**src/verilog/busCpu_consts.svh**
```systemverilog
`ifndef BUSCPU_CONSTS_SVH
`define BUSCPU_CONSTS_SVH

// Datapath sizes
`define WORD_W      32
`define NUM_REGS    16
`define NUM_SRCS    (`NUM_REGS + 8)  // General registers plus the eight other bus sources
`define IMM_W       19               // Immediate field at the bottom of IR

// ALU operation codes
`define OPCODE_W    5
`define OP_AND      5'b00011
`define OP_ADD      5'b00100
`define OP_SUB      5'b00101
`define OP_OR       5'b00110
`define OP_SHR      5'b00111
`define OP_SHL      5'b01000
`define OP_ROR      5'b01001
`define OP_ROL      5'b01010
`define OP_MUL      5'b01011
`define OP_NEG      5'b01100
`define OP_NOT      5'b01101
`define OP_NOP      5'b11010

`endif

```
**src/verilog/busCpuPkg.sv**
```systemverilog
`include "busCpu_consts.svh"

package busCpuPkg;

    typedef logic [`WORD_W-1:0]   word_t;    // One bus or register word
    typedef logic [`OPCODE_W-1:0] opcode_t;  // ALU operation select

    // Bus source strobes, at most one high per cycle
    typedef struct packed {
        logic [`NUM_REGS-1:0] rOut;
        logic                 hiOut;
        logic                 loOut;
        logic                 zHighOut;
        logic                 zLowOut;
        logic                 pcOut;
        logic                 mdrOut;
        logic                 inPortOut;
        logic                 cOut;       // Sign-extended immediate from IR
    } busSrc_t;

    // Register load strobes, any number may be high
    typedef struct packed {
        logic [`NUM_REGS-1:0] rIn;
        logic                 hiIn;
        logic                 loIn;
        logic                 pcIn;
        logic                 irIn;
        logic                 marIn;
        logic                 mdrIn;
        logic                 yIn;
        logic                 zIn;
        logic                 read;       // MDR takes memory data instead of the bus
        logic                 incPc;      // Forces the ALU to bus plus one
    } regLoad_t;

endpackage

```
**src/verilog/mdrUnit.sv**
```systemverilog
`timescale 1ns/10ps

module mdrUnit (
    input  logic                clock,
    input  logic                rst,
    input  busCpuPkg::word_t    busWord,
    input  busCpuPkg::word_t    mdataIn,
    input  busCpuPkg::regLoad_t regLoad,
    output busCpuPkg::word_t    mdr
);
    import busCpuPkg::*;

    word_t mdrNext;

    // Memory read data or a bus write value
    assign mdrNext = regLoad.read ? mdataIn : busWord;

    always_ff @(posedge clock) begin
        if (rst) begin
            mdr <= '0;
        end else if (regLoad.mdrIn) begin
            mdr <= mdrNext;
        end
    end

endmodule

```
**config.mk**
```make
export PLATFORM = sky130hd
export DESIGN_NAME = mdrUnit
export DESIGN_NICKNAME = d
export VERILOG_FILES = /design/src/verilog/busCpuPkg.sv /design/src/verilog/mdrUnit.sv
export VERILOG_INCLUDE_DIRS = /design/src /design/src/verilog
export SDC_FILE = /design/constraint.sdc
export NUM_CORES = 1
export LEC_CHECK = 0
export BUFFER_PORTS_ARGS = -buffer_cell sky130_fd_sc_hd__buf_2
export CAP_MARGIN = 40
export CORE_MARGIN = 3
export CORE_UTILIZATION = 35
export DETAILED_ROUTE_END_ITERATION = 6
export GPL_TIMING_DRIVEN = 0
export PLACE_DENSITY_LB_ADDON = 0.05
export SLEW_MARGIN = 20
export SYNTH_ARGS = -nofsm -noshare
export SYNTH_HDL_FRONTEND = slang
export SYNTH_SLANG_ARGS = --single-unit
```
**constraint.sdc**
```tcl
create_clock -name clock -period 1 [get_ports clock]
set_input_delay 0.05 -clock clock [delete_from_list [all_inputs] [get_ports clock]]
set_output_delay 0.05 -clock clock [all_outputs]
set_load 0.005 [all_outputs]
```
==> results.ini <==
[run_status]
status=finished, final reports clean

[critical_path]
cp_max_fo=2
worstSetupEndpointType=output pin
r2r-start=mdr[7]$_SDFFE_PP0P_
timing.reg2reg.setup_slack_ns=0.30
r2r_end=mdr[7]$_SDFFE_PP0P_
cp_num_buf_inv=1
path_cells=buf_2
cp.depth=1
cp_slowest_stage_delay_ns=0.34
reg2reg_depth=2
cp_top_family=flip-flops
worstPathArrival_ns=0.74
start_kind=flip-flop
critPathKind=flip-flop to output pin
worst_path_max_delay_cell=dfxtp_1
critPathRequiredTime_ns=0.95

[clock_network]
cts_root_buf=clkbuf_8
cts_resized=0
cts_max_path_buffers=2
cts_max_level=2
cts_tree=yes
clkLatencyLatePin_ns=0.27
cts_sinks=32
clk_pin_slew_ns=0.07
cts_buffers=5

[detailed_routing]
routed_via_density=4.639
drt-total-wl_um=3630
antenna_left=0
wl_per_cell_um=12.26
drt-pass1-iter-count=4
num_vias=1373
drt_iter0_drc=41
drc_errors=0

[sta]
final_max_slew_viol_count=0
slew_headroom_pct=68.21
max_freq_mhz=1264
hold_violations=0
period_minus_slack_ns=0.7911
fin_skew_ns=0
rsz0062_at_grt=no
setup_slack_ns=0.2089
worst_slew_pin_slew_ns=0.4768
setup_viol_count_final=0
fin_crit_sh_pct=79.11
tns_ns=0

[synthesis]
synth_compound_area_share_pct=16.71
synthArstFlopShare_pct=0
synth_area_mm2=0.001438
synth_top_area_cell=dfxtp_1
ys_ff_latch=32
synth-main-ff-cell=dfxtp_1
netlist_instances=142
synth_top_family_by_area=multiplexers
ys_top_cells_by_count=a211oi_1 (32), dfxtp_1 (32), mux2i_1 (32), nor2_1 (32), clkbuf_1 (6)
synth.distinct_cells=9
ys_warn_count=0
synthDominantCellAreaShare_pct=44.56
synthAdderAreaFrac_pct=0
synth_xor_area_share_pct=0
synthTopCellsByArea=dfxtp_1 (45%), mux2i_1 (22%), a211oi_1 (17%), nor2_1 (8.4%), buf_12 (4.2%)
ys_seq_area_share_pct=44.56
synthMuxAreaShare_pct=22.28
synth_edf_count=0
synth_simple_gate_area_share_pct=8.355
syn_area_per_cell_um2=10.12
syn_nets=234

[min_path]
min_to=mdr[22]$_SDFFE_PP0P_
hold_path_startpoint=busWord[22]
whs_path_depth=3
min_path_type=input pin to flip-flop

[grt]
track_usage_pct=15.88
antenna_found_initial=0
grt_max_degree=11
grt_overflow=0
grt_pass1_wl_um=6389
first_global_vias=1420

[die]
boundaryPins=124
core_mm2=0.003799
num_rows=22
start_util_pct=37.85
die_w_um=70.09
fp.dieArea_mm2=0.004913
fp.dieH_um=70.09

[place]
pre_cts_slack_ns=0.1166
place_hpwl_um=2850
port_buffers=97
gp_routability_congestion=0.6776

[cells_and_area]
top_regs=mdr: 32 flops
layout.nets=339
antenna_cells=0
area_growth_pct=46.13
top_register=mdr
drive_above_1_share_pct=45.16
fillers=389
largest_reg_flops=32

[power]
irDropWorstVdd_uv=590.3
p_leak_nw=1.077
cellPowerDensity_mw_per_mm2=1504

[run]
max_cap_viol_count=0

-- what timing repair did --
| action | in CTS | in global routing |
|---|---|---|
| setup endpoints to repair | 0 | 0 |
| hold buffers | 1 | 0 |
| hold endpoints to repair | 2 | 0 |
| buffers inserted | 0 | 0 |
-- cell usage in the layout (no fill, tap or decap) --
cell type        n
dfxtp_1         32
nor2_1          32
buf_2          100
buf_12           3
buf_6            1
clkinv_2         1
clkbuf_8         5
clkbuf_1         7
a211oi_1        32
bufinv_16        1
buf_4            1
dlygate4sd3_1    1
mux2i_1         32
-- stage by stage --
step                hold slack, ns  area (um^2)  instances  power, mW  util, %
floorplan                   0.1228         1438        142      1.732        -
finish                      0.1073         2101        296      3.160    55.30
global route                0.1212         2101        296      3.354    55.30
detailed placement          0.2864         1983        287      2.003    52.21
CTS                         0.1067         2101        296      3.205    55.30
global placement            0.2927         1983        287      1.999    52.21
-- report_power, final --
group	switching, mW	internal (mW)
Clock	0.454	0.739
Sequential	0.0428	1.37
Combinational	0.247	0.306
-- tightest hold or removal path: cells and delay by family --
kind	cells	cell delay (ns)
AOI/OAI and AO/OA	1	0.08
buffers and inverters	1	0.09
muxes	1	0.11
-- routing by layer --
layer	GRT usage, %	wire, um	vias up
li1	-	-	722
met1	19.86	1525	586
met2	25.81	1719	59
met3	4.604	323	6
met4	5.745	61	0
met5	0	0	-
-- cell type report --
type | count | area, um^2 | share of cell area, %
clock buffers | 6 | 72.57 | 3.454
clock inverters | 2 | 35.03 | 1.668
plain buffers | 14 | 116.4 | 5.539
flip-flops and latches | 32 | 640.6 | 30.49
multi-input cells | 96 | 680.7 | 32.40
well taps | 48 | 60.06 | 2.859
repair buffers | 98 | 495.5 | 23.59
-- cell families (layout without fill, tap and decap cells) --
group	Yosys count	after routing
buffers and inverters	14	120
DFF	32	32
and+or+nand+nor	32	32
muxes	32	32
AOI/OAI and AO/OA	32	32
-- worst max-delay path by stage --
stage | from | end | slack (ns)
2_1_floorplan | regLoad[1] | mdr[0]$_SDFFE_PP0P_ | 0.30
3_3_place_gp | regLoad[4] | mdr[16]$_SDFFE_PP0P_ | 0.14
3_5_place_dp | regLoad[4] | mdr[7]$_SDFFE_PP0P_ | 0.12
4_1_cts | mdr[7]$_SDFFE_PP0P_ | mdr[7] | 0.20
5_1_grt | mdr[7]$_SDFFE_PP0P_ | mdr[7] | 0.16
6_report | mdr[7]$_SDFFE_PP0P_ | mdr[7] | 0.21
No activity file was read; power rests on OpenSTA's default activity.
