File: src/verilog/busCpu_consts.svh
`ifndef BUSCPU_CONSTS_SVH
`define BUSCPU_CONSTS_SVH

// Datapath sizes
`define WORD_W      32
`define NUM_REGS    16
`define NUM_SRCS    (`NUM_REGS + 8)  // General registers plus the eight other bus sources
`define IMM_W       19               // Immediate field at the bottom of IR

// ALU operation codes
`define OPCODE_W    5
`define OP_AND      5'b00011
`define OP_ADD      5'b00100
`define OP_SUB      5'b00101
`define OP_OR       5'b00110
`define OP_SHR      5'b00111
`define OP_SHL      5'b01000
`define OP_ROR      5'b01001
`define OP_ROL      5'b01010
`define OP_MUL      5'b01011
`define OP_NEG      5'b01100
`define OP_NOT      5'b01101
`define OP_NOP      5'b11010

`endif

File: src/verilog/busCpuPkg.sv
`include "busCpu_consts.svh"

package busCpuPkg;

    typedef logic [`WORD_W-1:0]   word_t;    // One bus or register word
    typedef logic [`OPCODE_W-1:0] opcode_t;  // ALU operation select

    // Bus source strobes, at most one high per cycle
    typedef struct packed {
        logic [`NUM_REGS-1:0] rOut;
        logic                 hiOut;
        logic                 loOut;
        logic                 zHighOut;
        logic                 zLowOut;
        logic                 pcOut;
        logic                 mdrOut;
        logic                 inPortOut;
        logic                 cOut;       // Sign-extended immediate from IR
    } busSrc_t;

    // Register load strobes, any number may be high
    typedef struct packed {
        logic [`NUM_REGS-1:0] rIn;
        logic                 hiIn;
        logic                 loIn;
        logic                 pcIn;
        logic                 irIn;
        logic                 marIn;
        logic                 mdrIn;
        logic                 yIn;
        logic                 zIn;
        logic                 read;       // MDR takes memory data instead of the bus
        logic                 incPc;      // Forces the ALU to bus plus one
    } regLoad_t;

endpackage

File: src/verilog/aluUnit.sv
`timescale 1ns/10ps
`include "busCpu_consts.svh"

module aluUnit (
    input  logic                clock,
    input  logic                rst,
    input  busCpuPkg::word_t    busWord,
    input  busCpuPkg::opcode_t  opcode,
    input  busCpuPkg::regLoad_t regLoad,
    output busCpuPkg::word_t    zHigh,
    output busCpuPkg::word_t    zLow
);
    import busCpuPkg::*;

    word_t                    yReg;     // Operand A
    logic [4:0]               shAmt;
    logic [2*`WORD_W-1:0]     rorWide;
    logic [2*`WORD_W-1:0]     rolWide;
    logic signed [2*`WORD_W-1:0] product;
    word_t                    lowWord;
    word_t                    highWord;
    logic [2*`WORD_W-1:0]     zReg;

    // Y latch holds the first operand while B sits on the bus
    always_ff @(posedge clock) begin
        if (rst) begin
            yReg <= '0;
        end else if (regLoad.yIn) begin
            yReg <= busWord;
        end
    end

    assign shAmt = busWord[4:0];  // Shift amount from B

    // Rotates through a doubled copy of A
    assign rorWide = {yReg, yReg} >> shAmt;
    assign rolWide = {yReg, yReg} << shAmt;

    assign product = $signed(yReg) * $signed(busWord);

    always_comb begin
        highWord = '0;  // Only multiply fills the high word
        lowWord  = '0;
        if (regLoad.incPc) begin
            lowWord = busWord + word_t'(1);
        end else begin
            case (opcode)
                `OP_AND: lowWord = yReg & busWord;
                `OP_ADD: lowWord = yReg + busWord;
                `OP_SUB: lowWord = yReg - busWord;
                `OP_OR:  lowWord = yReg | busWord;
                `OP_SHR: lowWord = yReg >> shAmt;   // Logical
                `OP_SHL: lowWord = yReg << shAmt;
                `OP_ROR: lowWord = rorWide[`WORD_W-1:0];
                `OP_ROL: lowWord = rolWide[2*`WORD_W-1:`WORD_W];
                `OP_MUL: begin
                    lowWord  = product[`WORD_W-1:0];
                    highWord = product[2*`WORD_W-1:`WORD_W];
                end
                `OP_NEG: lowWord = -busWord;        // Unary ops work on B
                `OP_NOT: lowWord = ~busWord;
                `OP_NOP: lowWord = '0;
                default: lowWord = '0;
            endcase
        end
    end

    // Z result register, high and low words read separately
    always_ff @(posedge clock) begin
        if (rst) begin
            zReg <= '0;
        end else if (regLoad.zIn) begin
            zReg <= {highWord, lowWord};
        end
    end

    assign zHigh = zReg[2*`WORD_W-1:`WORD_W];
    assign zLow  = zReg[`WORD_W-1:0];

endmodule

File: config.mk
export PLATFORM = sky130hd
export DESIGN_NAME = aluUnit
export DESIGN_NICKNAME = d
export VERILOG_FILES = /design/src/verilog/busCpuPkg.sv /design/src/verilog/aluUnit.sv
export VERILOG_INCLUDE_DIRS = /design/src /design/src/verilog
export SDC_FILE = /design/constraint.sdc
export NUM_CORES = 2
export LEC_CHECK = 0
export ABC_AREA = 1
export BUFFER_PORTS_ARGS = -buffer_cell sky130_fd_sc_hd__buf_4
export CORE_MARGIN = 2
export CORE_UTILIZATION = 45
export CTS_BUF_LIST = sky130_fd_sc_hd__clkbuf_8
export DETAILED_ROUTE_END_ITERATION = 6
export GPL_TIMING_DRIVEN = 0
export PLACE_DENSITY = 0.64
export SLEW_MARGIN = 20
export SYNTH_ARGS = -nofsm -noshare
export SYNTH_HDL_FRONTEND = slang
export SYNTH_SLANG_ARGS = --single-unit
File: constraint.sdc
create_clock -name clock -period 9.89 [get_ports clock]
set_input_delay 0.989 -clock clock [delete_from_list [all_inputs] [get_ports clock]]
set_output_delay 0.989 -clock clock [all_outputs]
set_load 0.005 [all_outputs]
==> summary.txt <==
CTS
  – Clock Sink Count: 96
  – Clock Path Buffers: 2
  – Worst-path clk slew: between 100 and 150 ps
  – Clock latency on the worst-skew pair: between 400 and 500 ps
  – Hold_buf cts: 0
  – H-tree level count: 3
  – TritonCTS buffer count: 9
  – CTS tree: built
  – CTS root buffer: clkbuf_8

Synth
  – Synth async-reset ratio: 0
  – Sequential area share after synthesis: 0.0358
  – Synth Flop Type: dfxtp_1
  – Syn_nets: 9280
  – Synth Warn #: 0
  – Post-Synthesis Cells: 7849
  – Leading area contributor after synthesis: fa_1
  – Dominant cells by area after synthesis: fa_1, nand2_1, inv_1
  – Post-synth EDFFs: 0
  – Synth top area share: 0.405
  – Avg Inst Size Synth: just under 7 µm²
  – Synthesized area: 0.0536 mm²
  – Post-synthesis register bit count: 96
  – Post-synth cell types: 51

Detailed routing
  – Post-DRT Antenna Nets: 0
  – 1st-pass router iterations: 6
  – DR vias: between 50000 and 60000
  – First DRT Iteration DRCs: 7650
  – Via-to-Cell Ratio: approximately 5.7
  – # DRC: 0
  – Total wire length: around 280 mm
  – Drt wl/cell: about 29 µm

Finish
  – Multi-input logic area: between 0.04 and 0.05 mm²
  – Fin nets: 9402
  – Fillcell total: around 12000
  – FF+latch area: about 0.0019 mm²
  – Most frequent cells in the layout: nand2_1, inv_1, fa_1, nand3_1, nor2_1
  – Share of cells above drive strength 1: 0.0406
  – Commonest non-fill, non-tap cell in the layout: nand2_1
  – Synth-to-Final Area Change: 5.80%
  – Post-Layout Cell Count: roughly 9500

Floorplanning
  – Placeable Area: approximately 0.12 mm²
  – Die height: roughly 350 µm
  – Die Area: between 0.1 and 0.15 mm²
  – Initial Utilization: 0.454
  – # IOs: between 100 and 150
  – Die width: 349 µm
  – Rows: roughly 130

Worst setup path
  – Top cell by count, worst path: fa_1
  – Critical path launch point type: input pin
  – Highest-delay cell along the critical path: ha_1
  – Worst-path fanout max: 10
  – Critical Path AT: roughly 10000 ps
  – Crit end category: flip-flop
  – Setup CP Type: input pin to flip-flop
  – Worst EP required: between 10000 and 15000 ps
  – Max incr delay on CP: between 600 and 700 ps

Placement
  – Post-DP HPWL: roughly 230 mm
  – GPL Wtd Cong: roughly 1.1
  – Cell count after placement: roughly 9500
  – Port bufs: 102

Timing
  – Crit share post-route: 1.01
  – Final min period: 9940 ps
  – PnR worst setup slack: -50.8 ps
  – Hold Vio Cnt, Final: 0
  – Rel. slew slack: 0.132
  – Pins over their slew limit: 0
  – Worst-Margin Slew: approximately 1300 ps
  – RSZ-0062 raised after global routing: no
  – Fin Clk Skew: 27.0 ps
  – Fmax: 101 MHz
  – Final setup viols: 1

Global route
  – Initial antenna violation count: 18
  – Pin count of the biggest net entering global routing: 26
  – Global-route total usage across every layer: 0.454
  – Global-route wire length before repair: 388 mm
  – Remaining Overflow, GRT: 0
  – Vias in the first global route: 53200

Outcome
  – Violated checks: setup timing
  – Status: finished, violations left

Min path
  – HP Class: flip-flop to flip-flop

Run
  – Maximum capacitance violations: 0
==> per-stage QoR <==
stage / util / hold slack, ps / cell area, µm² / TNS, ps / setup slack, ps
3_3_place_gp: 0.477 / 460 / 56300 / -28780 / -1780
2_1_floorplan: - / 462 / 53600 / 0 / 1400
4_1_cts: 0.479 / 479 / 56600 / 0 / 50.9
6_report: 0.481 / 483 / 56700 / -50.8 / -50.8
3_5_place_dp: 0.478 / 457 / 56400 / -24890 / -1670
5_1_grt: 0.480 / 500 / 56700 / 0 / 5.91
==> final timing paths <==
check,end,cells after the start,from,slack [ps]
setup / recovery,zReg[30],29,busWord[2],-50
hold / removal,zReg[36],2,zReg[36],480
setup reg to reg,zReg[30],26,yReg[15],180
hold reg to reg,zReg[36],2,zReg[36],480
==> cell type report <==
type                            count  share of cell area
Clock inverter                      7             0.00130
Clock buffer                        9             0.00218
Inverter                         1954               0.129
Timing Repair Buffer              116              0.0158
Buffer                            373              0.0281
Sequential cell                    96              0.0339
Antenna cell                       21            0.000926
Multi-Input combinational cell   5421               0.755
Tap cell                         1536              0.0339
==> per-layer routing <==
metal	vias to the layer above	share of wire	global-route usage
li1	23300	-	-
met1	27000	0.40	0.617
met2	3462	0.40	0.640
met3	665	0.13	0.152
met4	10	0.061	0.228
met5	-	0.00025	0
==> kinds of logic (layout without fill, tap and decap cells) <==
| group | after synthesis | count (layout) | share of synthesized area |
|---|---|---|---|
| AO/OA/AOI/OAI | 594 | 594 | 0.0597 |
| XOR/XNOR | 32 | 32 | 0.00548 |
| adder cells (fa/ha/maj) | 1366 | 1366 | 0.470 |
| buffers and inverters | 2332 | 2459 | 0.166 |
| flip-flops | 96 | 96 | 0.0358 |
| other | 0 | 21 | 0 |
| AND/OR/NAND/NOR | 3429 | 3429 | 0.263 |
==> state kept, by name, summed over array words and instances (netlist names) <==
signal and cells:
yReg 32, zReg 64
==> cells in the mapped netlist, types with 7 or more instances <==
master    instances
a21boi_0          8
xor2_1           15
o211ai_1         14
o21bai_1         18
or2_2            36
a21oi_1         291
nand3b_1         11
a31oi_1          15
fa_1           1084
buf_2            53
nand3_1         547
o21ai_0         176
nand2_2           8
inv_2            18
xnor2_1          16
nor2_1          445
dfxtp_1          96
nor4_1            8
buf_4            10
nor3_1           41
a21o_1            9
clkbuf_1        253
o21ai_1          29
ha_1            282
buf_1            56
inv_1          1933
nor2_2            8
o22ai_1          12
nand4_1          57
nand3_2           7
nand2_1        2244
==> critical path, delay by kind of cell <==
family,cells,cell delay [ps]
compound gates,2,200
fa+ha+maj,9,4850
buf+inv,7,2030
simple gates,11,2140
==> what timing repair did <==
action | CTS | global route
buffers inserted | 2 | 9
resized for setup | 7 | 8
pin swaps | 0 | 1
endpoints found under the setup margin | 19 | 11
cloned | 0 | 0
Power is not shown: default switching activity piles up to over one toggle a cycle in this logic, so the estimate is an artifact.
