===== src/verilog/busCpu_consts.svh =====
`ifndef BUSCPU_CONSTS_SVH
`define BUSCPU_CONSTS_SVH

// Datapath sizes
`define WORD_W      32
`define NUM_REGS    16
`define NUM_SRCS    (`NUM_REGS + 8)  // General registers plus the eight other bus sources
`define IMM_W       19               // Immediate field at the bottom of IR

// ALU operation codes
`define OPCODE_W    5
`define OP_AND      5'b00011
`define OP_ADD      5'b00100
`define OP_SUB      5'b00101
`define OP_OR       5'b00110
`define OP_SHR      5'b00111
`define OP_SHL      5'b01000
`define OP_ROR      5'b01001
`define OP_ROL      5'b01010
`define OP_MUL      5'b01011
`define OP_NEG      5'b01100
`define OP_NOT      5'b01101
`define OP_NOP      5'b11010

`endif


===== src/verilog/busCpuPkg.sv =====
`include "busCpu_consts.svh"

package busCpuPkg;

    typedef logic [`WORD_W-1:0]   word_t;    // One bus or register word
    typedef logic [`OPCODE_W-1:0] opcode_t;  // ALU operation select

    // Bus source strobes, at most one high per cycle
    typedef struct packed {
        logic [`NUM_REGS-1:0] rOut;
        logic                 hiOut;
        logic                 loOut;
        logic                 zHighOut;
        logic                 zLowOut;
        logic                 pcOut;
        logic                 mdrOut;
        logic                 inPortOut;
        logic                 cOut;       // Sign-extended immediate from IR
    } busSrc_t;

    // Register load strobes, any number may be high
    typedef struct packed {
        logic [`NUM_REGS-1:0] rIn;
        logic                 hiIn;
        logic                 loIn;
        logic                 pcIn;
        logic                 irIn;
        logic                 marIn;
        logic                 mdrIn;
        logic                 yIn;
        logic                 zIn;
        logic                 read;       // MDR takes memory data instead of the bus
        logic                 incPc;      // Forces the ALU to bus plus one
    } regLoad_t;

endpackage


===== src/verilog/regFile.sv =====
`timescale 1ns/10ps
`include "busCpu_consts.svh"

module regFile (
    input  logic                 clock,
    input  logic                 rst,
    input  busCpuPkg::word_t     busWord,
    input  busCpuPkg::regLoad_t  regLoad,
    output busCpuPkg::word_t     regs [`NUM_REGS],
    output busCpuPkg::word_t     hi,
    output busCpuPkg::word_t     lo
);

    // R0 to R15, each with its own load strobe
    always_ff @(posedge clock) begin
        if (rst) begin
            for (int i = 0; i < `NUM_REGS; i++) begin
                regs[i] <= '0;
            end
        end else begin
            for (int i = 0; i < `NUM_REGS; i++) begin
                if (regLoad.rIn[i]) begin
                    regs[i] <= busWord;
                end
            end
        end
    end

    // HI half of a product or remainder
    always_ff @(posedge clock) begin
        if (rst) begin
            hi <= '0;
        end else if (regLoad.hiIn) begin
            hi <= busWord;
        end
    end

    // LO half
    always_ff @(posedge clock) begin
        if (rst) begin
            lo <= '0;
        end else if (regLoad.loIn) begin
            lo <= busWord;
        end
    end

endmodule


===== config.mk =====
export PLATFORM = sky130hd
export DESIGN_NAME = regFile
export DESIGN_NICKNAME = d
export VERILOG_FILES = /design/src/verilog/busCpuPkg.sv /design/src/verilog/regFile.sv
export VERILOG_INCLUDE_DIRS = /design/src /design/src/verilog
export SDC_FILE = /design/constraint.sdc
export NUM_CORES = 1
export LEC_CHECK = 0
export BUFFER_PORTS_ARGS = -buffer_cell sky130_fd_sc_hd__clkbuf_2
export CORE_MARGIN = 1
export CORE_UTILIZATION = 25
export CTS_CLUSTER_DIAMETER = 150
export DETAILED_ROUTE_END_ITERATION = 10
export PLACE_DENSITY_LB_ADDON = 0.3
export SYNTH_ARGS = -nofsm -noshare
export SYNTH_HDL_FRONTEND = slang
export SYNTH_SLANG_ARGS = --single-unit

===== constraint.sdc =====
create_clock -name clock -period 1.7 [get_ports clock]
set_input_delay 0.17 -clock clock [delete_from_list [all_inputs] [get_ports clock]]
set_output_delay 0.17 -clock clock [all_outputs]
set_load 0.01 [all_outputs]

==> metrics.cfg, run 1 <==
[run_status]
status = finished clean

[worst_setup_path]
cp_cell_sequence = clkbuf_2
cp_max_fo = 2
max_stage_delay_ns = 0.38
path_buf_inv = 1
end_kind = primary output
cp_top_family = flip-flops
crit_arrival_ns = 1.17
crit_path_top_delay_cell = dfxtp_1
critPathRequiredTime_ns = 1.53
crit_cells = 1
start_kind = flop
ff2ff_path_depth = 2
setup.worst_path.class = flop to primary output

[global_routing]
grt_max_degree = 82
gr-total-overflow = 0
antenna_found_initial = 2
grt_pass1_wl_microns = 98990
grt_pass1_vias = 14430
grt_util_all_layers = 0.1523

[finish]
drive_gt1_frac = 0.3086
multiInputGateArea_sq_mm = 0.007928
nNetsFinal = 2536
ff_latch_area_sq_mm = 0.01153
fin_area_sq_mm = 0.02694
area_growth_pct = 24.88
n_antenna_cell = 0
fill_cells = 8976

[route]
finalWirelength_microns = 70170
drt_first_pass_iters = 5
drtAntennaViolNets = 0
drtIter0Drc = 598
drc = 0
num_vias = 15180
wire_per_inst_microns = 19.13
viasPerCell = 4.138

[floorplan]
die_w_microns = 295.8
die_area_sq_mm = 0.08748
coreArea_sq_mm = 0.08528
ios = 636
rows = 107
start_util = 0.2530
die_h_microns = 295.8

[logic_synthesis]
ys_warn_count = 0
ys_ff_latch = 576
synth.distinct_cells = 8
synth_cells = 1928
ys_seq_area_frac = 0.5345
synth_area_sq_mm = 0.02157
syn_nets = 1988
syn_area_per_cell_sq_um = 11.19

[cts]
cts_tree = built
htreeDepth = 3
cts_max_path_buffers = 3
cts_sinks = 576
cts_inserted_buffers = 67
post-cts-setup-buffer-count = 0
cts_resized = 0
cts_root_buffer = clkbuf_16
clk_pin_slew_ns = 0.06
clk_latency_ns = 0.60

[sta]
clock_skew_ns = 0
fmax_ghz = 0.7477
setup_tns_ns = 0
rsz0062_at_grt = no
holdWs_ns = 0.08736
setup_viol = 0
worst_pin_slew_ns = 0.7917
hold_viol = 0
period_needed_ns = 1.337
relSlewSlack = 0.4722
final_max_slew_viol_count = 0
period_share = 0.7867
final.setup.worst_slack_ns = 0.3626

[hold_path]
hp-class = input pin to flop
whs_path_depth = 4

[power]
leakagePower_uw = 0.01345
ir_worst_vdd_mv = 0.7327
cellPowerDensity_mw_per_mm2 = 1227
report.power.total_uw = 33070

[flow_run]
drv_cap = 0

[place]
port_buffers = 627
gp_congestion = 0.7275
place_ws_ns = 0.4554
hpwl_microns = 46480
placed_area_sq_mm = 0.02472

## stage by stage
step,cells,util
2_1_floorplan,1928,-
3_3_place_gp,3550,0.2899
3_5_place_dp,3550,0.2899
4_1_cts,3668,0.3159
5_1_grt,3668,0.3159
6_report,3668,0.3159
## registers in the layout, summed over array words and instances, names as in the netlist
| signal | count |
|---|---|
| regs | 512 |
| hi | 32 |
| lo | 32 |
## area by class of cell
type,instances,area share
tap,1144,0.05313
multi-input combinational,1152,0.2942
timing repair buffer,679,0.1426
sequential,576,0.4280
clock inverter,16,0.007988
clock buffer,101,0.07407
## tightest hold or removal path: stages
cell and delay, ns:
clkbuf_2 0.10, buf_12 0.18, mux2i_1 0.14, nor2_1 0.07
## path summary, 6_finish.rpt
path / start / endpoint / slack (ns)
worst max-delay path: regs[466]$_SDFFE_PP0P_ / regs[466] / 0.36
worst min-delay path: regLoad[13] / regs[388]$_SDFFE_PP0P_ / 0.09
worst min register to register: regs[239]$_SDFFE_PP0P_ / regs[239]$_SDFFE_PP0P_ / 0.49
worst max register to register: regs[466]$_SDFFE_PP0P_ / regs[466]$_SDFFE_PP0P_ / 1.06
## cells by family (layout without fill, tap and decap cells)
family / after synthesis / count (layout) / share of synthesized area
and+or+nand+nor: 576 / 576 / 0.1002
muxes: 576 / 576 / 0.2672
DFF: 576 / 576 / 0.5345
buffers and inverters: 200 / 796 / 0.09807
## cells in the mapped netlist
| library cell | count | share of area |
|---|---|---|
| clkbuf_4 | 1 | 0.00035 |
| buf_8 | 54 | 0.038 |
| dfxtp_1 | 576 | 0.53 |
| nor2_1 | 576 | 0.10 |
| buf_4 | 31 | 0.011 |
| mux2i_1 | 576 | 0.27 |
| buf_2 | 35 | 0.0081 |
| buf_6 | 79 | 0.041 |
## per-layer routing
metal  vias to the layer above  share of wire  wire, microns  GRT usage
met5                         -              0              0          0
met4                         0          0.019           1320    0.04448
met3                        82          0.087           6096    0.05006
met2                       505           0.44          30680     0.2338
met1                      7194           0.46          32080     0.2016
li1                       7399              -              -          -
## repair_timing
item | in CTS | in global routing
hold buffers | 1 | 0
setup endpoints to repair | 0 | 0
hold endpoints to repair | 16 | 0
## cell usage in the layout (no fill, tap or decap)
cell type	count
buf_12	24
buf_2	2
buf_4	27
buf_8	1
bufinv_16	2
clkbuf_1	16
clkbuf_16	68
clkbuf_2	624
clkbuf_8	17
clkinv_16	1
clkinv_2	6
clkinv_4	1
dfxtp_1	576
dlygate4sd3_1	1
inv_16	3
inv_6	3
mux2i_1	576
nor2_1	576
## where the power goes
part	internal, uW	switching, uW
logic	1490	2340
registers	14300	402
clock network	8500	6020
total	24300	8760
(Power assumes the default switching activity.)
==> run 2, diff against run 1 <==
Clock period 1.7 ns to 1.1 ns, I/O delays scaled along.
==> metrics.cfg, run 2 (synthesized netlist as in run 1, its figures left out) <==
[power]
report.power.total_uw = 54400  ; +64%
cellPowerDensity_mw_per_mm2 = 1627  ; +33%
leakagePower_uw = 0.01555  ; +16%
ir_worst_vdd_mv = 1.224  ; +67%

[floorplan]
start_util = 0.2530  ; unchanged
die_area_sq_mm = 0.08748  ; unchanged
ios = 636  ; unchanged
die_w_microns = 295.8  ; unchanged
rows = 107  ; unchanged
die_h_microns = 295.8  ; unchanged
coreArea_sq_mm = 0.08528  ; unchanged

[sta]
relSlewSlack = 0.6307  ; +0.1586
clock_skew_ns = 0  ; unchanged
setup_viol = 576  ; +576
period_share = 1.070
worst_pin_slew_ns = 0.5539  ; -0.2378 ns
fmax_ghz = 0.8495
final.setup.worst_slack_ns = -0.07722  ; -0.4398 ns
final_max_slew_viol_count = 0  ; unchanged
hold_viol = 0  ; unchanged
rsz0062_at_grt = yes
period_needed_ns = 1.177

[place]
hpwl_microns = 48100  ; +3.5%
gp_congestion = 0.7297  ; +0.30%
port_buffers = 627  ; unchanged
place_ws_ns = 0.1365  ; -0.3189 ns
dp.cells = 3602  ; +1.5%

[run_status]
status = complete, but fails checks
violations = negative setup slack

[cts]
cts_sinks = 576  ; unchanged
cts_root_buffer = clkbuf_16
cts_tree = built
cts_max_path_buffers = 3  ; unchanged
htreeDepth = 3  ; unchanged
clk_latency_ns = 0.61  ; about the same
clk_pin_slew_ns = 0.06  ; about the same
cts_inserted_buffers = 66  ; -1.5%

[flow_run]
drv_cap = 0  ; unchanged

[finish]
top_register = regs
fill_cells = 8276  ; -7.8%
final_cell_mix = nor2_1 (576), mux2i_1 (576), dfxtp_2 (575), buf_6 (320), buf_8 (257)
reg_top3 = regs: 512 flops, hi: 32 flops, lo: 32 flops
fin_cells = 3780  ; +3.1%
nNetsFinal = 2647  ; +4.4%
largest_reg_flops = 512  ; unchanged
area_growth_pct = 55.00
drive_gt1_frac = 0.5503  ; +0.2416

[route]
drtIter0Drc = 588  ; -1.7%
finalWirelength_microns = 73640  ; +4.9%
routed.top_layer = met4
dr_wl_met2_microns = 34270  ; +12%
wl_met1_microns = 31440  ; -2.0%
wire_per_inst_microns = 19.48  ; +1.8%
drc = 0  ; unchanged
dr_wl_met3_microns = 6270  ; +2.9%
viasPerCell = 4.208  ; +1.7%
drtAntennaViolNets = 0  ; unchanged
drt_first_pass_iters = 4  ; -1
num_vias = 15910  ; +4.8%

[worst_setup_path]
setup.worst_path.class = flop to primary output
startpoint = regs[140]$_SDFFE_PP0P_
cp_cell_sequence = buf_6
crit_cells = 1  ; unchanged
reg2reg_from = regs[408]$_SDFFE_PP0P_
critPathRequiredTime_ns = 0.99  ; -0.54 ns
r2r-end = regs[408]$_SDFFE_PP0P_
crit_arrival_ns = 1.07  ; -0.10 ns
ff2ff_path_depth = 4  ; +2
ff2ff_setup_slack_ns = 0.26  ; -0.80 ns
max_stage_delay_ns = 0.36  ; -0.02 ns
cp_max_fo = 2  ; unchanged
cp_top_family = flip-flops
path_buf_inv = 1  ; unchanged
crit_path_top_delay_cell = dfxtp_4
end_kind = primary output
cp-endpoint = regs[140]
start_kind = flop

[global_routing]
grt_util_all_layers = 0.1582  ; +0.005947
gr-total-overflow = 0  ; unchanged
grt_max_degree = 62  ; -24%
antenna_found_initial = 4  ; +2
grt_pass1_vias = 15250  ; +5.7%
grt_pass1_wl_microns = 103100  ; +4.2%

[hold_path]
hp-class = input pin to flop

==> run 2: changes by cell type in the layout (fill, tap and decap cells not counted), moves of 7 or more <==
cell           delta
buf_4            +69
clkbuf_2        -576
buf_8           +256
dfxtp_2         +575
dlygate4sd3_1    +23
dfxtp_1         -576
buf_12           +20
clkbuf_1          -7
buf_6           +320
==> run 2: routing by layer <==
layer,vias to the layer above,track usage
met4,0,0.05030
met1,7706,0.1981
met5,-,0
met3,93,0.05426
li1,7603,-
met2,506,0.2534
==> run 2: per-stage QoR <==
stage | TNS [ns] | cell area, sq um | hold WS [ns] | util
after global placement | 0 | 25360 | 0.3726 | 0.2974
after detailed placement | 0 | 25360 | 0.3816 | 0.2974
after CTS | -70.38 | 30980 | 0.002745 | 0.3633
after floorplan | 0 | 21570 | 0.3902 | -
after global routing | -57.84 | 33440 | 0.03294 | 0.3921
final | -27.47 | 33440 | 0.03796 | 0.3921
==> run 2: area by class of cell <==
cell class                      count  area [sq um]  share of cell area
Multi-Input combinational cell   1152          7928              0.2371
Sequential cell                   576         12250              0.3664
Clock buffer                       95          1972             0.05897
Timing Repair Buffer              791          9554              0.2857
Antenna cell                        1         2.502          0.00007483
Clock inverter                     21         299.0            0.008942
Tap cell                         1144          1431             0.04280
==> run 2: power breakdown <==
group          internal (uW)  leakage, uW  switching [uW]
sequential             22400      0.00496             988
clock                  13600      0.00112            9290
combinational           4420      0.00947            3750
total                  40400       0.0155           14000
==> run 2: what timing repair did <==
item / CTS / global route
setup endpoints to repair: 576 / 576
hold endpoints to repair: 284 / 0
gates resized for setup: 844 / 917
hold buffers: 24 / 0
setup buffers: 19 / 18
==> run 2: how the worst min path moves through the flow <==
stage / depth (start not counted) / slack, ns / start / end
finish: 4 / 0.04 / regLoad[24] / regs[60]$_SDFFE_PP0P_
global route: 4 / 0.03 / regLoad[15] / regs[325]$_SDFFE_PP0P_
CTS: 4 / 0.003 / regLoad[17] / regs[270]$_SDFFE_PP0P_
detailed placement: 2 / 0.38 / rst / regs[144]$_SDFFE_PP0P_
global placement: 2 / 0.37 / rst / regs[80]$_SDFFE_PP0P_
floorplan: 3 / 0.39 / regLoad[9] / hi[0]$_SDFFE_PP0P_
