===== config.mk =====
export PLATFORM = sky130hd
export DESIGN_NAME = busMux
export DESIGN_NICKNAME = d
export VERILOG_FILES = /design/src/verilog/busCpuPkg.sv /design/src/verilog/busMux.sv
export VERILOG_INCLUDE_DIRS = /design/src /design/src/verilog
export SDC_FILE = /design/constraint.sdc
export NUM_CORES = 1
export LEC_CHECK = 0
export BUFFER_PORTS_ARGS = -buffer_cell sky130_fd_sc_hd__buf_2
export CAP_MARGIN = 10
export CORE_AREA = 4 4 323 325
export DETAILED_ROUTE_END_ITERATION = 8
export DIE_AREA = 0 0 327 329
export PLACE_DENSITY_LB_ADDON = 0.12
export SYNTH_ARGS = -nofsm -noshare
export SYNTH_HDL_FRONTEND = slang
export SYNTH_SLANG_ARGS = --single-unit

===== constraint.sdc =====
create_clock -name vclk -period 4.76
set_clock_uncertainty 0.1 [all_clocks]
set_input_delay 0 -clock vclk [all_inputs]
set_output_delay 0 -clock vclk [all_outputs]
set_load 0.03 [all_outputs]

===== src/verilog/busCpu_consts.svh =====
`ifndef BUSCPU_CONSTS_SVH
`define BUSCPU_CONSTS_SVH

// Datapath sizes
`define WORD_W      32
`define NUM_REGS    16
`define NUM_SRCS    (`NUM_REGS + 8)  // General registers plus the eight other bus sources
`define IMM_W       19               // Immediate field at the bottom of IR

// ALU operation codes
`define OPCODE_W    5
`define OP_AND      5'b00011
`define OP_ADD      5'b00100
`define OP_SUB      5'b00101
`define OP_OR       5'b00110
`define OP_SHR      5'b00111
`define OP_SHL      5'b01000
`define OP_ROR      5'b01001
`define OP_ROL      5'b01010
`define OP_MUL      5'b01011
`define OP_NEG      5'b01100
`define OP_NOT      5'b01101
`define OP_NOP      5'b11010

`endif


===== src/verilog/busCpuPkg.sv =====
`include "busCpu_consts.svh"

package busCpuPkg;

    typedef logic [`WORD_W-1:0]   word_t;    // One bus or register word
    typedef logic [`OPCODE_W-1:0] opcode_t;  // ALU operation select

    // Bus source strobes, at most one high per cycle
    typedef struct packed {
        logic [`NUM_REGS-1:0] rOut;
        logic                 hiOut;
        logic                 loOut;
        logic                 zHighOut;
        logic                 zLowOut;
        logic                 pcOut;
        logic                 mdrOut;
        logic                 inPortOut;
        logic                 cOut;       // Sign-extended immediate from IR
    } busSrc_t;

    // Register load strobes, any number may be high
    typedef struct packed {
        logic [`NUM_REGS-1:0] rIn;
        logic                 hiIn;
        logic                 loIn;
        logic                 pcIn;
        logic                 irIn;
        logic                 marIn;
        logic                 mdrIn;
        logic                 yIn;
        logic                 zIn;
        logic                 read;       // MDR takes memory data instead of the bus
        logic                 incPc;      // Forces the ALU to bus plus one
    } regLoad_t;

endpackage


===== src/verilog/busMux.sv =====
`timescale 1ns/10ps
`include "busCpu_consts.svh"

module busMux (
    input  busCpuPkg::busSrc_t busSrc,
    input  busCpuPkg::word_t   regs [`NUM_REGS],
    input  busCpuPkg::word_t   hi,
    input  busCpuPkg::word_t   lo,
    input  busCpuPkg::word_t   zHigh,
    input  busCpuPkg::word_t   zLow,
    input  busCpuPkg::word_t   pc,
    input  busCpuPkg::word_t   mdr,
    input  busCpuPkg::word_t   inPortData,
    input  busCpuPkg::word_t   ir,
    output busCpuPkg::word_t   busWord
);
    import busCpuPkg::*;

    word_t                srcWords [`NUM_SRCS];
    logic [`NUM_SRCS-1:0] srcFlat;  // Bit 0 is R0out, top bit is cOut
    logic [4:0]           srcSel;
    logic                 srcAny;
    word_t                immExt;

    assign immExt = {{(`WORD_W - `IMM_W){ir[`IMM_W-1]}}, ir[`IMM_W-1:0]};

    // Strobes in priority order, highest priority at bit 0
    assign srcFlat = {busSrc.cOut, busSrc.inPortOut, busSrc.mdrOut, busSrc.pcOut,
                      busSrc.zLowOut, busSrc.zHighOut, busSrc.loOut, busSrc.hiOut,
                      busSrc.rOut};

    // Candidate words, same indexing as srcFlat
    always_comb begin
        for (int i = 0; i < `NUM_REGS; i++) begin
            srcWords[i] = regs[i];
        end
        srcWords[`NUM_REGS]     = hi;
        srcWords[`NUM_REGS + 1] = lo;
        srcWords[`NUM_REGS + 2] = zHigh;
        srcWords[`NUM_REGS + 3] = zLow;
        srcWords[`NUM_REGS + 4] = pc;
        srcWords[`NUM_REGS + 5] = mdr;
        srcWords[`NUM_REGS + 6] = inPortData;
        srcWords[`NUM_REGS + 7] = immExt;
    end

    // Priority encoder, scanning down so the lowest set bit wins
    always_comb begin
        srcSel = '0;
        srcAny = 1'b0;
        for (int i = `NUM_SRCS - 1; i >= 0; i--) begin
            if (srcFlat[i]) begin
                srcSel = 5'(i);
                srcAny = 1'b1;
            end
        end
    end

    assign busWord = srcAny ? srcWords[srcSel] : '0;  // Idle bus reads zero

endmodule


==> results.sh, run 1 <==
export IMPL_relSlewSlack_pct=26.1
export IMPL_synth_distinct_cells=59
export IMPL_track_usage_pct=15.0
export IMPL_synth_mux_area_share_pct=29.3
export IMPL_hold_class="in -> out"
export IMPL_dp_slack_ns=0.651
export IMPL_coreArea_mm2=0.101
export IMPL_run_status="finished, final reports clean"
export IMPL_start_kind="input pin"
export IMPL_drive_above_1_share_pct=50.8
export IMPL_worstSetupPathType="in -> out"
export IMPL_grt_max_degree=59
export IMPL_holdBufCountCts=0
export IMPL_min_period_over_period_pct=81.5
export IMPL_ioPinCount=824
export IMPL_nClkBuffers=0
export IMPL_die_area_mm2=0.108
export IMPL_start_util_pct=7.41
export IMPL_antenna_found_initial=57
export IMPL_max_cap_viol_count=0
export IMPL_rsz0062_at_grt="no"
export IMPL_fmax_mhz=258
export IMPL_vias_per_cell=3.86
export IMPL_worst_ir_drop_vdd_mv=0.0283
export IMPL_num_vias=12600
export IMPL_finalNetCount=2682
export IMPL_synthesis_nets=1911
export IMPL_drt_initial_drc_count=525
export IMPL_synth_top_area_cell="mux2i_1"
export IMPL_antenna_left=0
export IMPL_setup_viol=0
export IMPL_finalHoldViolations=0
export IMPL_synth_top_family_by_area="compound AO/OA/AOI/OAI gates"
export IMPL_dpl_hpwl_um=76700
export IMPL_worst_pin_slew_ns=1.10
export IMPL_synth_xor_area_share_pct=0
export IMPL_hold_path_cell_count=6
export IMPL_die_width_um=327
export IMPL_setup_tns_ns=0
export IMPL_setup_ws_ns=0.879
export IMPL_cts_resized=0
export IMPL_seqCellArea_um2=0
export IMPL_drc=0
export IMPL_yosys_warnings=0
export IMPL_place_congestion=0.901
export IMPL_row_count=117
export IMPL_drt_pass1_iter_count=5
export IMPL_overflow=0
export IMPL_cp_arrival_ns=3.78
export IMPL_netlist_area_mm2=0.00752
export IMPL_grt_pass1_wl_um=113000
export IMPL_routed_wl_um=86400
export IMPL_area_delta_synth_final_pct=78.6
export IMPL_final_max_slew_violation_count=0
export IMPL_yosys_top_cells_area="mux2i_1 21%, nand2_1 14%, nand3_1 6.9%, mux4_2 6.0%, a211oi_1 3.9%"
export IMPL_port_buffers=811
export IMPL_crit_fanout=18
export IMPL_syn_inst=1119
export IMPL_synthAdderAreaFrac_pct=0
export IMPL_post_synth_and_or_nand_nor_area_fraction_pct=28.0
export IMPL_fin_total_pwr_w=0.00136
export IMPL_worstSetupEndpointType="primary output"
export IMPL_grt_pass1_vias=13500
export IMPL_post_drt_wl_per_cell_um=26.4
export IMPL_critPathRequiredTime_ns=4.66
export IMPL_pwr_density_cell_mw_per_mm2=101
export IMPL_finalCriticalPeriod_ns=3.88
export IMPL_synth_top_cell_area_share_pct=20.9
export IMPL_ys_seq_area_share_pct=0
export IMPL_nFlopsAndLatches=0
export IMPL_post_cts_buffers=0
export IMPL_synth_compound_area_share_pct=33.0
export IMPL_synth_area_per_cell_um2=6.72
export IMPL_die_h_um=329
export IMPL_p_leak_nw=6.34
## layout by cell type, fill, tap and decap left out, types with 3 or more instances in the layout
cell type,n
o221ai_1,15
a2bb2oi_1,16
o31ai_1,3
mux2_2,16
a311oi_1,18
o41ai_1,3
nand4_1,12
nor4_1,8
nor2_1,26
nor2_2,4
a2111oi_0,17
o211ai_1,19
or4_1,3
a32oi_1,13
o211a_1,17
a221oi_1,9
a21oi_1,48
and3_1,18
o21ai_0,7
a211oi_1,38
o2111ai_1,11
buf_12,11
a2111oi_1,6
buf_2,811
buf_4,67
a2111oi_2,10
nand2_1,281
a31oi_1,45
nand3_1,102
mux4_2,20
inv_1,11
diode_2,14
mux2i_1,157
nor3_1,9
## synth_stat cells (2+ instances only)
| cell type | number |
|---|---|
| a2111oi_0 | 17 |
| a2111oi_1 | 6 |
| a2111oi_2 | 10 |
| a211o_1 | 2 |
| a211oi_1 | 39 |
| a21oi_1 | 49 |
| a221o_1 | 2 |
| a221oi_1 | 9 |
| a2bb2oi_1 | 16 |
| a311oi_1 | 18 |
| a31o_2 | 3 |
| a31oi_1 | 45 |
| a32oi_1 | 13 |
| and3_1 | 18 |
| buf_1 | 4 |
| buf_12 | 4 |
| buf_2 | 36 |
| buf_4 | 9 |
| buf_6 | 8 |
| buf_8 | 3 |
| clkbuf_1 | 56 |
| inv_1 | 11 |
| mux2_2 | 16 |
| mux2i_1 | 157 |
| mux4_2 | 20 |
| nand2_1 | 282 |
| nand2b_1 | 2 |
| nand3_1 | 103 |
| nand4_1 | 12 |
| nor2_1 | 31 |
| nor2b_1 | 2 |
| nor3_1 | 10 |
| nor4_1 | 8 |
| o2111ai_1 | 11 |
| o211a_1 | 17 |
| o211ai_1 | 19 |
| o21a_1 | 2 |
| o21ai_0 | 7 |
| o221ai_1 | 15 |
| o31ai_1 | 3 |
| o41ai_1 | 3 |
| or2_2 | 2 |
| or4_1 | 3 |
## critical path: stages
cell	delay, ns
buf_2	0.11
nand2b_1	0.15
a2111o_1	0.41
o211ai_1	0.30
a211o_1	0.85
buf_4	0.39
o21ai_0	0.41
a221oi_1	0.46
a2111oi_0	0.13
o32ai_1	0.27
buf_2	0.28
## final cells by class
cell class / instances / area, um2
Fill cell: 12000 / 88000
Inverter: 11 / 41.3
Multi-Input combinational cell: 988 / 6860
Antenna cell: 14 / 35.0
Tap cell: 1368 / 1710
Timing Repair Buffer: 889 / 4780
## report_power, final
group	total [W]	switching, W	internal, W
logic	0.00136	0.000774	0.000582
registers	0	0	0
clock network	0.000000000350	0	0.000000000350
total	0.00136	0.000774	0.000582
## worst paths after layout
path,start,to
min,regs[511],busWord[31]
max,busSrc[1],busWord[20]
## logic make-up after synthesis
family / after synthesis
AND/OR/NAND/NOR: 479
AO/OA/AOI/OAI: 316
buffers and inverters: 131
multiplexers: 193
## stage by stage
stage / cells / hold slack, ns / instance area, um2 / utilization, %
2_1_floorplan: 1119 / 0.278 / 7520 / -
3_3_place_gp: 3256 / 0.473 / 13400 / 13.2
3_5_place_dp: 3256 / 0.471 / 13400 / 13.2
4_1_cts: 3256 / 0.479 / 13400 / 13.2
5_1_grt: 3258 / 0.515 / 13400 / 13.2
6_report: 3270 / 0.471 / 13400 / 13.2
## metal layers
metal	vias to the layer above	global-route usage (%)	routed length, um
met2	606	29.4	46100
met1	6007	16.6	32300
met4	26	1.49	1220
met5	-	0	183
met3	76	3.79	6590
li1	5910	-	-
Power figures use the tool's default switching activity.
==> inputs of run 2 (changes only) <==
--- a/config.mk
+++ b/config.mk
@@ -8,9 +8,9 @@
 export LEC_CHECK = 0
 export BUFFER_PORTS_ARGS = -buffer_cell sky130_fd_sc_hd__buf_2
 export CAP_MARGIN = 10
-export CORE_AREA = 4 4 323 325
+export CORE_AREA = 4 4 322 324
 export DETAILED_ROUTE_END_ITERATION = 8
-export DIE_AREA = 0 0 327 329
+export DIE_AREA = 0 0 326 328
 export PLACE_DENSITY_LB_ADDON = 0.12
 export SYNTH_ARGS = -nofsm -noshare
 export SYNTH_HDL_FRONTEND = slang
==> constraint.sdc (replaced) <==
create_clock -name vclk -period 4.1
set_clock_uncertainty 0.1 [all_clocks]
set_input_delay 0 -clock vclk [all_inputs]
set_output_delay 0 -clock vclk [all_outputs]
set_load 0.03 [all_outputs]
==> run 2 against run 1 <==
  * First-iteration DRC count grew 45%
  * Global-route usage shrank 0.42 points
  * Die area shrank 0.61%
  * Critical path depth is the same
  * Clock-buffer cell count is the same
  * Largest cell class unchanged
  * Highest routed layer unchanged
==> results.sh, run 2 (synthesis gave the netlist of run 1 again) <==
export IMPL_grt_max_degree=84
export IMPL_post_cts_buffers=0
export IMPL_grt_pass1_vias=13400
export IMPL_drt_pass1_iter_count=5
export IMPL_start_kind="input pin"
export IMPL_cts_resized=0
export IMPL_instances_no_fill=3273
export IMPL_finalHoldViolations=0
export IMPL_coreArea_mm2=0.101
export IMPL_nClkBuffers=0
export IMPL_crit_path_end="busWord[1]"
export IMPL_critPathRequiredTime_ns=4.00
export IMPL_min_period_over_period_pct=93.8
export IMPL_met2_usage_pct=27.8
export IMPL_drt_initial_drc_count=761
export IMPL_dp_slack_ns=0.170
export IMPL_overflow=0
export IMPL_dpl_hpwl_um=73700
export IMPL_crit_fanout=44
export IMPL_critPathMaxStageDelay_ns=0.97
export IMPL_hold_class="in -> out"
export IMPL_holdWs_ns=0.479
export IMPL_port_buffers=811
export IMPL_seqCellArea_um2=0
export IMPL_setup_ws_ns=0.254
export IMPL_finalCriticalPeriod_ns=3.85
export IMPL_grt_pass1_wl_um=110000
export IMPL_die_h_um=328
export IMPL_ioPinCount=824
export IMPL_setup_tns_ns=0
export IMPL_num_vias=12600
export IMPL_fmax_mhz=260
export IMPL_cp_arrival_ns=3.75
export IMPL_area_delta_synth_final_pct=79.4
export IMPL_vias_per_cell=3.85
export IMPL_fin_total_pwr_w=0.00155
export IMPL_post_drt_wl_per_cell_um=25.5
export IMPL_cpMaxStageDelayCell="a2111oi_1"
export IMPL_critical_path_startpoint="busSrc[19]"
export IMPL_finalNetCount=2690
export IMPL_dp_cells=3264
export IMPL_worst_ir_drop_vdd_mv=0.0706
export IMPL_p_leak_nw=6.40
export IMPL_drive_above_1_share_pct=51.0
export IMPL_antenna_left=0
export IMPL_holdBufCountCts=0
export IMPL_place_congestion=0.899
export IMPL_worst_pin_slew_ns=1.04
export IMPL_rsz0062_at_grt="no"
export IMPL_pwr_density_cell_mw_per_mm2=115
export IMPL_start_util_pct=7.44
export IMPL_busiest_layer="met2"
export IMPL_row_count=117
export IMPL_setup_viol=0
export IMPL_gr_usage_met1_pct=15.9
export IMPL_worstSetupEndpointType="primary output"
export IMPL_final_max_slew_violation_count=0
export IMPL_worstSetupPathType="in -> out"
export IMPL_antenna_found_initial=55
export IMPL_nFlopsAndLatches=0
export IMPL_run_status="finished, final reports clean"
export IMPL_cp_cell_sequence="buf_2 -> or4_1 -> a21bo_1 -> a31oi_4 -> buf_4 -> nand3_1 -> buf_4 -> o221ai_1 -> a31oi_1 -> a2111oi_1 -> buf_2"
export IMPL_die_area_mm2=0.107
export IMPL_max_cap_viol_count=0
export IMPL_routed_wl_um=83500
export IMPL_final_common_cell="buf_2"
export IMPL_grtUsageMet3_pct=4.42
export IMPL_die_width_um=326
export IMPL_relSlewSlack_pct=30.5
export IMPL_drc=0
export IMPL_final_cell_mix="811 x buf_2, 281 x nand2_1, 157 x mux2i_1, 102 x nand3_1, 74 x buf_4"
export IMPL_track_usage_pct=14.5
==> run 2: cell count changes in the layout (fill, tap and decap cells not counted), sizes merged <==
| cell | before | now |
|---|---|---|
| buf | 889 | 897 |
| diode | 14 | 9 |
==> run 2: worst min-delay path by stage <==
stage	from	end	slack [ns]	cells past startpoint
5_1_grt	regs[508]	busWord[28]	0.53	6
3_5_place_dp	regs[473]	busWord[25]	0.47	6
6_report	regs[504]	busWord[24]	0.48	6
2_1_floorplan	pc[9]	busWord[9]	0.28	4
3_3_place_gp	regs[476]	busWord[28]	0.47	6
4_1_cts	regs[473]	busWord[25]	0.48	6
==> run 2: final cells by class <==
type / count / area [um2]
antenna: 9 / 22.5
fill: 12000 / 87700
inverter: 11 / 41.3
multi-input combinational: 988 / 6870
tap: 1368 / 1710
timing repair buffer: 897 / 4850
==> run 2: worst max-delay path, delay by kind of cell <==
family,cells,cell delay (ns)
and+or+nand+nor,2,0.67
AOI/OAI and AO/OA,5,1.74
buffers and inverters,4,1.31
==> run 2: metal layers <==
layer	part of all wire (%)	vias up	wire, um
met5	0.26	-	217
met4	2.2	34	1850
met3	8.5	92	7080
met2	52	618	43300
met1	37	5941	31000
li1	-	5900	-
==> run 2: through the flow <==
stage	instance area (um2)	util (%)
2_1_floorplan	7520	-
3_3_place_gp	13500	13.3
3_5_place_dp	13500	13.3
4_1_cts	13500	13.3
5_1_grt	13500	13.3
6_report	13500	13.3
==> run 2: where the power goes <==
group          switching (W)       total (W)     internal, W
clock                      0  0.000000000295  0.000000000295
sequential                 0               0               0
combinational       0.000880         0.00155        0.000669
total               0.000880         0.00155        0.000669
==> inputs of run 3 (changes only) <==
--- a/config.mk
+++ b/config.mk
@@ -8,9 +8,9 @@
 export LEC_CHECK = 0
 export BUFFER_PORTS_ARGS = -buffer_cell sky130_fd_sc_hd__buf_2
 export CAP_MARGIN = 10
-export CORE_AREA = 4 4 322 324
+export CORE_AREA = 2 2 320 322
 export DETAILED_ROUTE_END_ITERATION = 8
-export DIE_AREA = 0 0 326 328
+export DIE_AREA = 0 0 322 324
 export PLACE_DENSITY_LB_ADDON = 0.12
 export SYNTH_ARGS = -nofsm -noshare
 export SYNTH_HDL_FRONTEND = slang
==> run 3 against run 2 <==
  * Routed wire length rose by 1.2%
  * Worst setup slack improved by 0.086 ns
  * Sequential share of layout area did not move
  * Clock-buffer cell count did not move
  * Power rose by 2.0%
  * Critical path depth rose by 2
  * Critical path type unchanged
  * Critical endpoint is now busWord[0]
==> results.sh, run 3 (synthesis gave the netlist of run 1 again) <==
export IMPL_run_status="finished, final reports clean"
export IMPL_antenna_found_initial=54
export IMPL_min_period_over_period_pct=91.7
export IMPL_nFlopsAndLatches=0
export IMPL_nClkBuffers=0
export IMPL_crit_fanout=34
export IMPL_overflow=0
export IMPL_critical_path_top_delay_family="compound AO/OA/AOI/OAI gates"
export IMPL_post_drt_wl_per_cell_um=26.2
export IMPL_p_leak_nw=6.43
export IMPL_drt_initial_drc_count=513
export IMPL_final_max_slew_violation_count=0
export IMPL_holdPathEnd="busWord[31]"
export IMPL_power_switching_w=0.000894
export IMPL_worstSetupPathType="in -> out"
export IMPL_row_count=117
export IMPL_final_util_pct=13.3
export IMPL_seqCellArea_um2=0
export IMPL_pwr_density_cell_mw_per_mm2=117
export IMPL_max_cap_viol_count=0
export IMPL_track_usage_pct=15.1
export IMPL_seqPwrFrac_pct=0
export IMPL_clock_power_share_pct=0
export IMPL_hold_path_cell_count=6
export IMPL_path_buf_inv=5
export IMPL_sw_frac_of_total_pct=56.6
export IMPL_critPathMaxStageDelay_ns=0.54
export IMPL_final_common_cell="buf_2"
export IMPL_die_width_um=322
export IMPL_grt_max_degree=60
export IMPL_worstHoldStart="regs[511]"
export IMPL_fin_total_pwr_w=0.00158
export IMPL_grt_pass1_vias=13100
export IMPL_grt_pass1_wl_um=109000
export IMPL_worstSetupEndpointType="primary output"
export IMPL_rsz0062_at_grt="no"
export IMPL_port_buffers=811
export IMPL_die_area_mm2=0.104
export IMPL_vias_per_cell=3.91
export IMPL_start_util_pct=7.45
export IMPL_dp_cells=3215
export IMPL_start_kind="input pin"
export IMPL_dpl_hpwl_um=75000
export IMPL_die_h_um=324
export IMPL_area_delta_synth_final_pct=79.1
export IMPL_coreArea_mm2=0.101
export IMPL_p_int_w=0.000685
export IMPL_finalCriticalPeriod_ns=3.76
export IMPL_cp_arrival_ns=3.66
export IMPL_relSlewSlack_pct=25.6
export IMPL_final_cell_mix="811 x buf_2, 281 x nand2_1, 157 x mux2i_1, 102 x nand3_1, 86 x buf_4"
export IMPL_ioPinCount=824
export IMPL_finalHoldViolations=0
export IMPL_routed_wl_um=84400
export IMPL_finalNetCount=2700
export IMPL_worst_ir_drop_vdd_mv=0.0356
export IMPL_drive_above_1_share_pct=51.4
export IMPL_drt_pass1_iter_count=6
export IMPL_drc=0
export IMPL_post_cts_buffers=0
export IMPL_instances_no_fill=3223
export IMPL_critPathRequiredTime_ns=4.00
export IMPL_fmax_mhz=266
export IMPL_cp_cell_sequence="buf_2 -> or4_1 -> a21oi_2 -> o211a_1 -> a211o_4 -> buf_12 -> buf_12 -> a21oi_1 -> a221oi_2 -> buf_4 -> a211oi_1 -> nor4_1 -> buf_2"
export IMPL_setup_viol=0
export IMPL_num_vias=12600
export IMPL_cpMaxStageDelayCell="or4_1"
export IMPL_holdWs_ns=0.469
export IMPL_critical_path_startpoint="busSrc[18]"
export IMPL_fillCellCount=12000
export IMPL_hold_class="in -> out"
export IMPL_antenna_left=0
export IMPL_place_congestion=0.815
export IMPL_combPwrFrac_pct=100.0
export IMPL_worst_pin_slew_ns=1.10
[run 3: cell count changes in the layout (fill, tap and decap cells not counted), sizes merged]
cell   change
buf       +10
diode      -1
[run 3: final cells by class]
| type | count | area [um2] | area share, % |
|---|---|---|---|
| Inverter | 11 | 41.3 | 0.306 |
| Multi-Input combinational cell | 988 | 6870 | 51.0 |
| Antenna cell | 8 | 20.0 | 0.149 |
| Tap cell | 1309 | 1640 | 12.2 |
| Timing Repair Buffer | 907 | 4900 | 36.4 |
[run 3: what timing repair did]
| item | 4_1_cts | 5_1_grt |
|---|---|---|
| gates resized for setup | 1 | 0 |
| hold buffers | 0 | 0 |
| endpoints found under the setup margin | 2 | 0 |
[run 3: worst max path at each step]
stage / depth (start not counted) / slack, ns / end
2_1_floorplan: 11 / 1.15 / busWord[16]
3_3_place_gp: 13 / -0.12 / busWord[4]
3_5_place_dp: 13 / -0.12 / busWord[4]
4_1_cts: 13 / 0.14 / busWord[0]
5_1_grt: 13 / 0.03 / busWord[0]
6_report: 13 / 0.34 / busWord[0]
[run 3: routing by layer]
layer / GRT usage (%) / part of all wire (%) / up-vias
met3: 3.87 / 7.3 / 98
met4: 1.62 / 1.4 / 44
met5: 0 / 0.33 / -
met1: 16.7 / 38 / 5984
li1: - / - / 5928
met2: 29.5 / 53 / 563
[run 3: worst min-delay path: stages]
cell	delay, ns
buf_2	0.10
nand2_1	0.05
nand3_1	0.07
nand4_1	0.09
o211ai_1	0.07
buf_2	0.19
[run 3: metrics by stage]
| stage | setup WS [ns] | area [um2] | setup TNS (ns) |
|---|---|---|---|
| final | 0.340 | 13500 | 0 |
| after global routing | 0.0343 | 13500 | 0 |
| after CTS | 0.139 | 13500 | 0 |
| after detailed placement | -0.122 | 13500 | -0.122 |
| after global placement | -0.122 | 13500 | -0.122 |
| after floorplan | 1.15 | 7520 | 0 |
[run 3: power by group through the flow]
stage	registers, W	clock network [W]	logic, W
2_1_floorplan	0	0	0.000785
3_3_place_gp	0	0	0.00162
3_5_place_dp	0	0	0.00162
4_1_cts	0	0	0.00162
5_1_grt	0	0.000000000131	0.00172
6_report	0	0.000000000264	0.00158
